[src/l2_axi_defs.svh]
// ====================================================================
// l2 line transfer engine, line geometry and bus widths
// ====================================================================
`ifndef L2_AXI_DEFS_SVH
`define L2_AXI_DEFS_SVH

// words per cache line, also the AXI burst length
`define L2_LINE_WORDS 4

// byte address width on the AXI side
`define L2_ADDR_W 32

// data word width, one word per beat
`define L2_DATA_W 32

`endif

[src/l2_axi_pkg.sv]
// ====================================================================
// l2 line transfer engine, shared types and channel state encodings
// ====================================================================
`include "l2_axi_defs.svh"

package l2_axi_pkg;

    typedef logic [`L2_ADDR_W-1:0] addr_t;   // byte address
    typedef logic [`L2_DATA_W-1:0] word_t;   // one data beat

    // beat index plus one bit so a full fifo count fits
    typedef logic [$clog2(`L2_LINE_WORDS):0] beat_t;

    typedef logic [1:0] resp_t;              // AXI xRESP
    localparam resp_t RESP_OKAY = 2'b00;     // anything else is an error

    // read channel flow
    typedef enum logic [1:0] {RD_IDLE, RD_AR, RD_R} rd_state_e;

    // write channel flow
    typedef enum logic [1:0] {WR_IDLE, WR_AW, WR_W, WR_B} wr_state_e;

endpackage

[src/l2_rd_if.sv]
// ====================================================================
// read request path, line controller to AXI channel engine
// ====================================================================
`timescale 1ns/1ns

interface l2_rd_if
    import l2_axi_pkg::*;
();
    logic  req;       // level, held until last
    addr_t addr;      // line address of the fill
    logic  addr_ok;   // AR accepted, data phase running
    logic  beat;      // one accepted R beat
    word_t data;
    logic  last;      // final beat of the burst
    logic  err;       // accumulated rresp error, valid with last

    modport ctrl (output req, addr,
                  input  addr_ok, beat, data, last, err);

    modport eng  (input  req, addr,
                  output addr_ok, beat, data, last, err);

endinterface

[src/l2_wr_if.sv]
// ====================================================================
// write request path and victim fifo pop side toward the W channel
// ====================================================================
`timescale 1ns/1ns

interface l2_wr_if
    import l2_axi_pkg::*;
();
    logic  req;        // level, held until done
    addr_t addr;       // victim line address
    logic  wd_valid;   // fifo not empty
    word_t wd_data;    // fifo head word
    logic  wd_pop;     // W handshake, fifo drops its head
    logic  done;       // one cycle, B accepted
    logic  err;        // bresp not OKAY, valid with done

    // request side
    modport ctrl (output req, addr,
                  input  done, err);

    // victim word fifo
    modport fifo (output wd_valid, wd_data,
                  input  wd_pop);

    // AXI channel engine
    modport eng  (input  req, addr, wd_valid, wd_data,
                  output wd_pop, done, err);

endinterface

[src/l2_line_ctrl.sv]
// ====================================================================
// line request controller, holds fill and evict requests until the
// engine reports completion
// ====================================================================
`timescale 1ns/1ns

module l2_line_ctrl
    import l2_axi_pkg::*;
(
    input  logic  clk,
    input  logic  rstn,
    input  logic  fill_start,
    input  logic  evict_start,
    input  addr_t fill_addr,
    input  addr_t evict_addr,
    output logic  fill_busy,
    output logic  fill_done,
    output logic  fill_err,
    output logic  evict_busy,
    output logic  evict_done,
    output logic  evict_err,
    l2_rd_if.ctrl rd,
    l2_wr_if.ctrl wr
);

    logic  fill_req;
    logic  evict_req;
    addr_t fill_addr_q;
    addr_t evict_addr_q;

    // fill completes on the last R beat of the data phase
    assign fill_done  = rd.last && rd.addr_ok;
    assign fill_err   = fill_done && rd.err;
    assign evict_done = wr.done;
    assign evict_err  = wr.done && wr.err;

    always_ff @(posedge clk) begin
        if (!rstn) begin
            fill_req <= 1'b0;
        end else if (fill_done) begin
            fill_req <= 1'b0;
        end else if (fill_start) begin
            fill_req <= 1'b1;   // no effect while already busy
        end
    end

    always_ff @(posedge clk) begin
        if (!rstn) begin
            evict_req <= 1'b0;
        end else if (evict_done) begin
            evict_req <= 1'b0;
        end else if (evict_start) begin
            evict_req <= 1'b1;
        end
    end

    // address only taken by an accepted start
    always_ff @(posedge clk) begin
        if (fill_start && !fill_req) fill_addr_q <= fill_addr;
        if (evict_start && !evict_req) evict_addr_q <= evict_addr;
    end

    assign fill_busy  = fill_req;
    assign evict_busy = evict_req;
    assign rd.req     = fill_req;
    assign rd.addr    = fill_addr_q;
    assign wr.req     = evict_req;
    assign wr.addr    = evict_addr_q;

endmodule

[src/l2_wb_buffer.sv]
// ====================================================================
// victim word fifo, cache side word strobes in, AXI W beats out
// ====================================================================
`timescale 1ns/1ns
`include "l2_axi_defs.svh"

module l2_wb_buffer
    import l2_axi_pkg::*;
(
    input  logic  clk,
    input  logic  rstn,
    input  logic  evict_wvalid,
    input  word_t evict_wdata,
    output logic  evict_wready,
    l2_wr_if.fifo wr
);

    localparam int DEPTH = `L2_LINE_WORDS;
    localparam int PW    = $clog2(DEPTH);
    localparam logic [PW-1:0] LAST_PTR = PW'(DEPTH - 1);

    word_t         mem [DEPTH];
    logic [PW-1:0] wr_ptr;
    logic [PW-1:0] rd_ptr;
    beat_t         count;
    logic          push;
    logic          pop;

    assign evict_wready = (count != beat_t'(DEPTH));   // low when full
    assign push         = evict_wvalid && evict_wready;
    assign pop          = wr.wd_pop && (count != '0);

    always_ff @(posedge clk) begin
        if (!rstn) begin
            wr_ptr <= '0;
            rd_ptr <= '0;
            count  <= '0;
        end else begin
            if (push) wr_ptr <= (wr_ptr == LAST_PTR) ? '0 : wr_ptr + 1'b1;
            if (pop) rd_ptr <= (rd_ptr == LAST_PTR) ? '0 : rd_ptr + 1'b1;
            if (push && !pop) count <= count + 1'b1;
            else if (pop && !push) count <= count - 1'b1;
        end
    end

    always_ff @(posedge clk) begin
        if (push) mem[wr_ptr] <= evict_wdata;
    end

    assign wr.wd_valid = (count != '0);
    assign wr.wd_data  = mem[rd_ptr];   // head word

endmodule

[src/l2_axi_interface.sv]
// ====================================================================
// AXI channel engine, parallel AR/R and AW/W/B flows for line bursts
// ====================================================================
`timescale 1ns/1ns
`include "l2_axi_defs.svh"

module l2_axi_interface
    import l2_axi_pkg::*;
(
    input  logic  clk,
    input  logic  rstn,
    l2_rd_if.eng  rd,
    l2_wr_if.eng  wr,
    output addr_t araddr,
    output logic  arvalid,
    input  logic  arready,
    input  word_t rdata,
    input  resp_t rresp,
    input  logic  rvalid,
    input  logic  rlast,
    output logic  rready,
    output addr_t awaddr,
    output logic  awvalid,
    input  logic  awready,
    output word_t wdata,
    output logic  wvalid,
    output logic  wlast,
    input  logic  wready,
    input  resp_t bresp,
    input  logic  bvalid,
    output logic  bready
);

    localparam beat_t LAST_BEAT = beat_t'(`L2_LINE_WORDS - 1);

    rd_state_e rd_state, rd_next;
    wr_state_e wr_state, wr_next;
    logic      err_acc;
    beat_t     beat_cnt;
    logic      w_fire;

    always_ff @(posedge clk) begin
        if (!rstn) begin
            rd_state <= RD_IDLE;
            wr_state <= WR_IDLE;
        end else begin
            rd_state <= rd_next;
            wr_state <= wr_next;
        end
    end

    // read flow
    always_comb begin
        rd_next = rd_state;
        case (rd_state)
            RD_IDLE: if (rd.req) rd_next = RD_AR;
            RD_AR:   if (arready) rd_next = RD_R;
            RD_R:    if (rvalid && rlast) rd_next = RD_IDLE;
            default: rd_next = RD_IDLE;
        endcase
    end

    assign araddr     = rd.addr;
    assign arvalid    = (rd_state == RD_AR);
    assign rready     = (rd_state == RD_R);
    assign rd.addr_ok = (rd_state == RD_R);
    assign rd.beat    = rready && rvalid;
    assign rd.data    = rdata;
    assign rd.last    = rd.beat && rlast;
    assign rd.err     = err_acc || (rd.beat && rresp != RESP_OKAY);   // current beat included

    // error sticky over the burst, cleared per request
    always_ff @(posedge clk) begin
        if (!rstn) begin
            err_acc <= 1'b0;
        end else if (rd_state == RD_AR) begin
            err_acc <= 1'b0;
        end else if (rd.beat && rresp != RESP_OKAY) begin
            err_acc <= 1'b1;
        end
    end

    // write flow
    always_comb begin
        wr_next = wr_state;
        case (wr_state)
            WR_IDLE: if (wr.req) wr_next = WR_AW;
            WR_AW:   if (awready) wr_next = WR_W;
            WR_W:    if (w_fire && wlast) wr_next = WR_B;
            WR_B:    if (bvalid) wr_next = WR_IDLE;
            default: wr_next = WR_IDLE;
        endcase
    end

    assign awaddr  = wr.addr;
    assign awvalid = (wr_state == WR_AW);
    assign wvalid  = (wr_state == WR_W) && wr.wd_valid;   // empty fifo stalls W
    assign wdata   = wr.wd_data;
    assign wlast   = (wr_state == WR_W) && (beat_cnt == LAST_BEAT);
    assign w_fire  = wvalid && wready;
    assign bready  = (wr_state == WR_B);

    assign wr.wd_pop = w_fire;
    assign wr.done   = bready && bvalid;
    assign wr.err    = (bresp != RESP_OKAY);

    // W beats accepted so far in this burst
    always_ff @(posedge clk) begin
        if (!rstn) begin
            beat_cnt <= '0;
        end else if (wr_state != WR_W) begin
            beat_cnt <= '0;
        end else if (w_fire) begin
            beat_cnt <= beat_cnt + 1'b1;
        end
    end

endmodule

[src/l2_axi_top.sv]
// ====================================================================
// l2 line transfer engine top, cache side and AXI master ports
// ====================================================================
`timescale 1ns/1ns

module l2_axi_top
    import l2_axi_pkg::*;
(
    input  logic  clk,
    input  logic  rstn,
    // fill requests
    input  logic  fill_start,
    input  addr_t fill_addr,
    output logic  fill_valid,
    output word_t fill_data,
    output logic  fill_done,
    output logic  fill_err,
    output logic  fill_busy,
    // evict requests and victim words
    input  logic  evict_start,
    input  addr_t evict_addr,
    input  logic  evict_wvalid,
    input  word_t evict_wdata,
    output logic  evict_wready,
    output logic  evict_done,
    output logic  evict_err,
    output logic  evict_busy,
    // AXI master
    output addr_t araddr,
    output logic  arvalid,
    input  logic  arready,
    input  word_t rdata,
    input  resp_t rresp,
    input  logic  rvalid,
    output logic  rready,
    input  logic  rlast,
    output addr_t awaddr,
    output logic  awvalid,
    input  logic  awready,
    output word_t wdata,
    output logic  wvalid,
    input  logic  wready,
    output logic  wlast,
    input  resp_t bresp,
    input  logic  bvalid,
    output logic  bready
);

    l2_rd_if rd_bus ();
    l2_wr_if wr_bus ();

    // fill beats go straight out to the cache
    assign fill_valid = rd_bus.beat;
    assign fill_data  = rd_bus.data;

    l2_line_ctrl u_line_ctrl (
        .clk         (clk),
        .rstn        (rstn),
        .fill_start  (fill_start),
        .evict_start (evict_start),
        .fill_addr   (fill_addr),
        .evict_addr  (evict_addr),
        .fill_busy   (fill_busy),
        .fill_done   (fill_done),
        .fill_err    (fill_err),
        .evict_busy  (evict_busy),
        .evict_done  (evict_done),
        .evict_err   (evict_err),
        .rd          (rd_bus.ctrl),
        .wr          (wr_bus.ctrl)
    );

    l2_wb_buffer u_wb_buffer (
        .clk          (clk),
        .rstn         (rstn),
        .evict_wvalid (evict_wvalid),
        .evict_wdata  (evict_wdata),
        .evict_wready (evict_wready),
        .wr           (wr_bus.fifo)
    );

    l2_axi_interface u_axi_interface (
        .clk     (clk),
        .rstn    (rstn),
        .rd      (rd_bus.eng),
        .wr      (wr_bus.eng),
        .araddr  (araddr),
        .arvalid (arvalid),
        .arready (arready),
        .rdata   (rdata),
        .rresp   (rresp),
        .rvalid  (rvalid),
        .rlast   (rlast),
        .rready  (rready),
        .awaddr  (awaddr),
        .awvalid (awvalid),
        .awready (awready),
        .wdata   (wdata),
        .wvalid  (wvalid),
        .wlast   (wlast),
        .wready  (wready),
        .bresp   (bresp),
        .bvalid  (bvalid),
        .bready  (bready)
    );

endmodule

[config.mk]
export PLATFORM = sky130hd
export DESIGN_NAME = l2_axi_top
export DESIGN_NICKNAME = d
export VERILOG_FILES = /design/src/l2_axi_pkg.sv /design/src/l2_rd_if.sv /design/src/l2_wr_if.sv /design/src/l2_line_ctrl.sv /design/src/l2_wb_buffer.sv /design/src/l2_axi_interface.sv /design/src/l2_axi_top.sv
export VERILOG_INCLUDE_DIRS = /design/src
export SDC_FILE = /design/constraint.sdc
export NUM_CORES = 1
export LEC_CHECK = 0
export BUFFER_PORTS_ARGS = -buffer_cell sky130_fd_sc_hd__buf_2
export CORE_MARGIN = 2
export CORE_UTILIZATION = 55
export CTS_BUF_LIST = sky130_fd_sc_hd__clkbuf_2 sky130_fd_sc_hd__clkbuf_4 sky130_fd_sc_hd__clkbuf_8
export CTS_CLUSTER_DIAMETER = 150
export DETAILED_ROUTE_END_ITERATION = 8
export GPL_TIMING_DRIVEN = 0
export PLACE_DENSITY = 0.9
export SLEW_MARGIN = 30
export SYNTH_ARGS = -nofsm -noshare
export SYNTH_HDL_FRONTEND = slang
export SYNTH_SLANG_ARGS = --single-unit
[constraint.sdc]
create_clock -name clk -period 3.45 [get_ports clk]
set_input_delay 0.345 -clock clk [delete_from_list [all_inputs] [get_ports clk]]
set_output_delay 0.345 -clock clk [all_outputs]
set_load 0.01 [all_outputs]
==> results_dict.tcl, run 1 <==
set metrics [dict create \
    rsz0062_at_grt "no" \
    grt_max_degree 33 \
    grt_pass1_wl_mm 27.2 \
    whs_endpoint "u_line_ctrl.rd.addr[22]" \
    clock_sinks 211 \
    fmax_mhz 400 \
    wl_per_cell_um 21.5 \
    overflow 0 \
    p_sw_share_pct 25.1 \
    synth.most_common_cell "edfxtp_1" \
    die-width_um 123 \
    clock_skew_ns 0.0238 \
    gp_congestion 0.796 \
    final_core_util_pct 74.1 \
    tritoncts "done" \
    tightest_slew_ns 0.857 \
    power_frac_comb_pct 15.5 \
    clockBufferDepth 3 \
    yosys.area.top_type_share_pct 73.7 \
    finalCritPeriodShare_pct 72.4 \
    start_util_pct 56.4 \
    ff_latch_area_sq_um 6150 \
    design_area_sq_um 10300 \
    die_h_um 123 \
    first_global_vias 5021 \
    final_cells 892 \
    p_total_uw 6260 \
    cp_max_fo 10 \
    drc 0 \
    vias_per_cell 5.31 \
    drtIter0Drc 376 \
    yosys.area.top_type "edfxtp_1" \
    r2r_setup_slack_ns 1.02 \
    first_pass_iters 4 \
    antenna_found_initial 1 \
    ios 285 \
    cts_max_level 2 \
    seq_area_frac_synth_pct 78.6 \
    n_fill_cell 779 \
    nets 845 \
    cap_violations 0 \
    crit_chain "clkbuf_1 -> buf_4 -> mux4_2 -> buf_2" \
    setup_violations 0 \
    timing.setup.tns_ns 0 \
    hp-class "in -> reg" \
    slowest_stage "mux4_2" \
    layout-drive-gt1-share_pct 54.6 \
    worstPathArrival_ns 2.15 \
    p_per_area_nw_per_um2 609 \
    clkLatencyLatePin_ns 0.51 \
    synth_flop_cell "edfxtp_1" \
    cts.clk_slew.worst_paths_ns 0.06 \
    synthTopCellsByCount "192 x edfxtp_1, 35 x buf_4, 32 x mux4_2" \
    r2r_start "u_axi_interface.wr_state[0]" \
    max-slew-margin-rel_pct 42.9 \
    antennaDiodeCount 0 \
    ys_types 39 \
    syn_area_sq_um 7820 \
    pwr-share-seq_pct 50.7 \
    crit_path_start_kind "flop" \
    ys_seq_elements 211 \
    hold_viol_final 0 \
    ff2ff_path_depth 9 \
    dp_cells 809 \
    fp-row-count 43 \
    routed_wl_mm 19.1 \
    num_vias 4738 \
    p_clk_share_pct 33.9 \
    power.switching_uw 1570 \
    max-vdd-ir-drop_v 0.000346 \
    end_kind "output pin" \
    crit_buf_inv 3 \
    p_leak_uw 0.00408 \
    synth_edf_count 192 \
    reg2reg_to "u_wb_buffer.count[2]" \
    cp_data_required_time_ns 3.11 \
    syn-instance-count 376 \
    port_buffers 251 \
    place_area_sq_um 9380 \
    dieArea_sq_um 15200 \
    run_status "completed" \
    ant_nets 0 \
    cpLargestDelayFamily "buffers and inverters" \
    crit_path_max_incr_delay_ns 0.53 \
    period_minus_slack_ns 2.50 \
    areaGrowthSynthToFinish_pct 31.4 \
    hp-start "fill_addr[22]" \
    synthTopCellsByArea "edfxtp_1 74%, mux4_2 9.2%, dfxtp_1 4.9%, buf_4 3.4%, ha_1 2.1%" \
    cts_made_buffers 34 \
    place_hpwl_mm 12.8 \
    avgSynthCellArea_sq_um 20.8 \
    clock-root-buffer "clkbuf_8" \
    gr-usage-all-layers_pct 24.5 \
    final-max-slew-violation-count 0 \
    synthArstFlopShare_pct 0 \
    fp.coreArea_sq_um 13900 \
    syn_nets 533 \
    hold_path_depth 1 \
    power.internal_uw 4680 \
    crit_type "reg -> out" \
    yosysWarnings 0 \
    multi_input_area_sq_um 1360 \
]
per-layer routing:
layer	up-vias	wire, um	share of wire (%)	track usage, %
li1	2076	-	-	-
met1	2369	6600	34	27.6
met2	252	10500	55	43.7
met3	39	1630	8.5	7.66
met4	2	389	2.0	8.74
met5	-	12	0.063	0
stage by stage:
stage          setup WS [ns]  hold WS [ns]
3_5_place_dp            1.05         0.486
2_1_floorplan           1.22         0.444
5_1_grt                0.828      0.000627
4_1_cts                0.894      0.000482
6_report               0.953        0.0191
3_3_place_gp           0.809         0.470
registers in the layout (all words and copies together) (netlist names), named ones only:
| signal | cells |
|---|---|
| u_wb_buffer.wr_ptr | 2 |
| u_wb_buffer.rd_ptr | 2 |
| u_axi_interface.err_acc | 1 |
| u_line_ctrl.rd.addr | 32 |
| u_axi_interface.wr_state | 2 |
| u_wb_buffer.mem | 128 |
| u_wb_buffer.count | 3 |
| u_axi_interface.beat_cnt | 3 |
| u_axi_interface.rd_state | 2 |
| u_line_ctrl.fill_busy | 1 |
| u_line_ctrl.wr.addr | 32 |
| u_line_ctrl.evict_busy | 1 |
worst reg2reg max path: cells and delay by family, from the launching register on:
family / cells / cell delay (ns)
buffers and inverters: 2 / 0.17
XOR/XNOR: 1 / 0.19
AND/OR/NAND/NOR: 1 / 0.32
flip-flops: 1 / 0.38
AO/OA/AOI/OAI: 2 / 0.32
adder cells (fa/ha/maj): 3 / 0.97
placed cells by master (no fill, tap or decap), types with 5 or more instances in the layout:
cell / netlist / final
a21oi_1: 5 / 5
buf_2: 1 / 252
buf_4: 35 / 35
clkbuf_4: 0 / 13
clkbuf_8: 0 / 36
clkinv_1: 0 / 6
dfxtp_1: 19 / 19
dlygate4sd3_1: 0 / 23
edfxtp_1: 192 / 192
ha_1: 13 / 13
inv_1: 8 / 8
mux4_2: 32 / 32
nand2_1: 9 / 9
nor2_1: 11 / 11
power by group through the flow:
stage          registers, uW  clock network (uW)  logic (uW)
6_report                3170                2120         969
5_1_grt                 3190                2270        1050
4_1_cts                 3170                2160         969
3_5_place_dp            3220                   0         948
3_3_place_gp            3190                   0         882
2_1_floorplan           3210                   0         531
repair_timing:
| item | CTS | global route |
|---|---|---|
| hold endpoints to repair | 18 | 5 |
| hold buffers | 18 | 5 |
| gates resized for setup | 0 | 0 |
| setup endpoints to repair | 0 | 0 |
| setup buffers | 0 | 0 |
final cells by class:
type                    instances  share of cell area [%]
flip-flops and latches        211                    59.8
repair buffers                276                    15.0
multi-input cells             114                    13.2
clock buffers                  49                    5.77
plain buffers                  41                    2.86
well taps                     180                    2.19
clock inverters                11                   0.815
inverters                      10                   0.365
how the worst max path moves through the flow:
stage / start / end / slack, ns / cells after the start
after global placement: evict_start / u_line_ctrl.wr.addr[12] / 0.81 / 2
after detailed placement: u_axi_interface.wr_state[0] / u_wb_buffer.count[2] / 1.05 / 9
after global routing: flop / wdata[25] / 0.83 / 4
after floorplan: u_line_ctrl.fill_busy / u_line_ctrl.rd.addr[0] / 1.22 / 1
after CTS: flop / wdata[4] / 0.89 / 4
final: flop / wdata[20] / 0.95 / 4
cell families after synthesis:
group,synth area share (%)
compound gates,2.34
xor+xnor,0.336
fa+ha+maj,2.33
buf+inv,4.24
flops,78.6
mux,9.60
simple gates,2.61
(Power assumes the default switching activity.)
==> inputs of run 2 (changes only) <==
--- a/config.mk
+++ b/config.mk
@@ -8,12 +8,12 @@
 export LEC_CHECK = 0
 export BUFFER_PORTS_ARGS = -buffer_cell sky130_fd_sc_hd__buf_2
 export CORE_MARGIN = 2
-export CORE_UTILIZATION = 55
+export CORE_UTILIZATION = 46
 export CTS_BUF_LIST = sky130_fd_sc_hd__clkbuf_2 sky130_fd_sc_hd__clkbuf_4 sky130_fd_sc_hd__clkbuf_8
 export CTS_CLUSTER_DIAMETER = 150
 export DETAILED_ROUTE_END_ITERATION = 8
 export GPL_TIMING_DRIVEN = 0
-export PLACE_DENSITY = 0.9
+export PLACE_DENSITY = 0.8
 export SLEW_MARGIN = 30
 export SYNTH_ARGS = -nofsm -noshare
 export SYNTH_HDL_FRONTEND = slang
==> constraint.sdc (replaced) <==
create_clock -name clk -period 2 [get_ports clk]
set_input_delay 0.2 -clock clk [delete_from_list [all_inputs] [get_ports clk]]
set_output_delay 0.2 -clock clk [all_outputs]
set_load 0.01 [all_outputs]
==> run 2 against run 1 <==
Compared with the run above: sequential share of layout area is 5.7 points lower; combinational power up 120%; count of clock-buffer cells in the layout up 1; global-route usage fell by 1.0 points; critical path depth rose by 3; clock skew increased by 0.0056 ns; worst hold slack improved by 0.027 ns; wire length increased by 12%; first-iteration DRC count decreased by 29%; cell area increased by 11%; worst setup slack got worse by 0.92 ns.
==> results_dict.tcl, run 2 (synthesis results as in run 1) <==
set metrics [dict create \
    routed_wl_mm 21.4 \
    rsz0062_at_grt "yes" \
    period_minus_slack_ns 1.97 \
    cp_max_fo 3 \
    clock-root-buffer "clkbuf_8" \
    use_met3_pct 10.5 \
    use_met1_pct 25.8 \
    place_hpwl_mm 13.1 \
    final-max-slew-violation-count 0 \
    port_buffers 251 \
    finalCritPeriodShare_pct 98.6 \
    overflow 0 \
    crit_path_max_incr_delay_ns 0.36 \
    ff2ff_path_depth 7 \
    crit_type "reg -> reg" \
    fmax_mhz 507 \
    tightest_slew_ns 0.892 \
    end_kind "flop" \
    final_cells 1020 \
    run_status "completed" \
    cts_made_buffers 35 \
    num_vias 5156 \
    setup_violations 0 \
    ant_nets 0 \
    gr-usage-all-layers_pct 23.4 \
    reg2reg_to "u_wb_buffer.count[2]" \
    max-vdd-ir-drop_v 0.000669 \
    hold_path_depth 3 \
    areaGrowthSynthToFinish_pct 45.7 \
    p_total_uw 11500 \
    crit_chain "o311ai_4 -> ha_4 -> inv_2 -> fa_2 -> xor2_1 -> or3_1 -> a21oi_2" \
    layout-drive-gt1-share_pct 52.1 \
    largest_reg_flops 128 \
    hp-class "in -> reg" \
    drtIter0Drc 267 \
    cts_max_level 2 \
    p_leak_uw 0.00452 \
    slowest_stage "dfxtp_4" \
    grt_max_degree 33 \
    vias_per_cell 5.05 \
    dp_slack_ns -0.255 \
    layout_setup_ws_ns 0.0280 \
    antennaDiodeCount 0 \
    max-slew-margin-rel_pct 40.5 \
    r2r_start "u_wb_buffer.count[2]" \
    wl_per_cell_um 20.9 \
    hold_viol_final 0 \
    antenna_found_initial 1 \
    largest-register "u_wb_buffer.mem" \
    start_util_pct 47.2 \
    timing.setup.tns_ns 0 \
    first_pass_iters 4 \
    grt_pass1_wl_mm 31.3 \
    worstPathArrival_ns 2.41 \
    clkLatencyLatePin_ns 0.52 \
    whs_endpoint "u_line_ctrl.fill_busy" \
    clock_skew_ns 0.0294 \
    r2r_setup_slack_ns 0.03 \
    fp-row-count 47 \
    gp_congestion 0.920 \
    ios 285 \
    layout_commonest_cell "buf_2" \
    die-width_um 134 \
    drc 0 \
    crit_path_start_kind "flop" \
    first_global_vias 5639 \
    p_per_area_nw_per_um2 1010 \
    final_cell_mix "236 x buf_2, 192 x edfxtp_1, 100 x dlygate4sd3_1, 45 x buf_4, 38 x clkbuf_8" \
    clock_sinks 211 \
    cap_violations 0 \
    die_h_um 134 \
    cts.clk_slew.worst_paths_ns 0.07 \
    grt_util_met2_pct 39.9 \
    tritoncts "done" \
    dieArea_sq_um 18100 \
    dp_cells 848 \
    cp_data_required_time_ns 2.44 \
    top_usage_layer "met2" \
    clockBufferDepth 3 \
    nets 930 \
    hp-start "rstn" \
    fp.coreArea_sq_um 16600 \
]
## run 2: worst max path at each step
stage / startpoint / endpoint / slack [ns] / depth (start not counted)
after floorplan: u_wb_buffer.count[2] / u_wb_buffer.count[2] / -0.03 / 7
after global placement: u_wb_buffer.count[0] / u_wb_buffer.count[2] / -0.12 / 7
after detailed placement: u_wb_buffer.count[0] / u_wb_buffer.count[2] / -0.25 / 7
after CTS: flop / wdata[17] / -0.03 / 3
after global routing: flop / wdata[16] / -0.03 / 3
final: u_wb_buffer.count[2] / u_wb_buffer.count[2] / 0.03 / 7
## run 2: final cells by class
class	instances	area, sq um
flip-flops and latches	211	6170
fillers	1061	5180
repair buffers	362	2460
multi-input cells	114	1400
clock buffers	50	613
plain buffers	39	328
well taps	220	275
clock inverters	14	118
inverters	10	40.0
## run 2: critical path: cells and delay by family (launching register included)
| kind | cells | cell delay (ns) |
|---|---|---|
| adder cells (fa/ha/maj) | 2 | 0.51 |
| AO/OA/AOI/OAI | 2 | 0.48 |
| flip-flops | 1 | 0.36 |
| AND/OR/NAND/NOR | 1 | 0.34 |
| XOR/XNOR | 1 | 0.17 |
| buffers and inverters | 1 | 0.04 |
## run 2: what timing repair did
action,4_1_cts,5_1_grt
gates resized for setup,37,11
buffers inserted,7,3
pin swaps,8,5
endpoints found under the setup margin,38,131
hold buffers,100,0
endpoints found under the hold margin,196,0
## run 2: stage by stage
step	utilization (%)	hold WS (ns)	instance area [sq um]
global route	68.7	0.0256	11400
detailed placement	56.8	0.378	9420
CTS	68.4	0.00138	11300
global placement	56.6	0.376	9380
finish	68.7	0.0457	11400
floorplan	-	0.299	7850
## run 2: power by group
| group | switching [uW] | internal (uW) | leakage [uW] |
|---|---|---|---|
| Clock | 1680 | 2240 | 0.000384 |
| Sequential | 195 | 5300 | 0.00194 |
| Combinational | 1040 | 1050 | 0.00219 |
## run 2: metal layers
metal	share of wire, %	routed length [um]
met1	35	7560
met2	50	10800
met3	11	2400
met4	2.9	617
met5	0.061	13
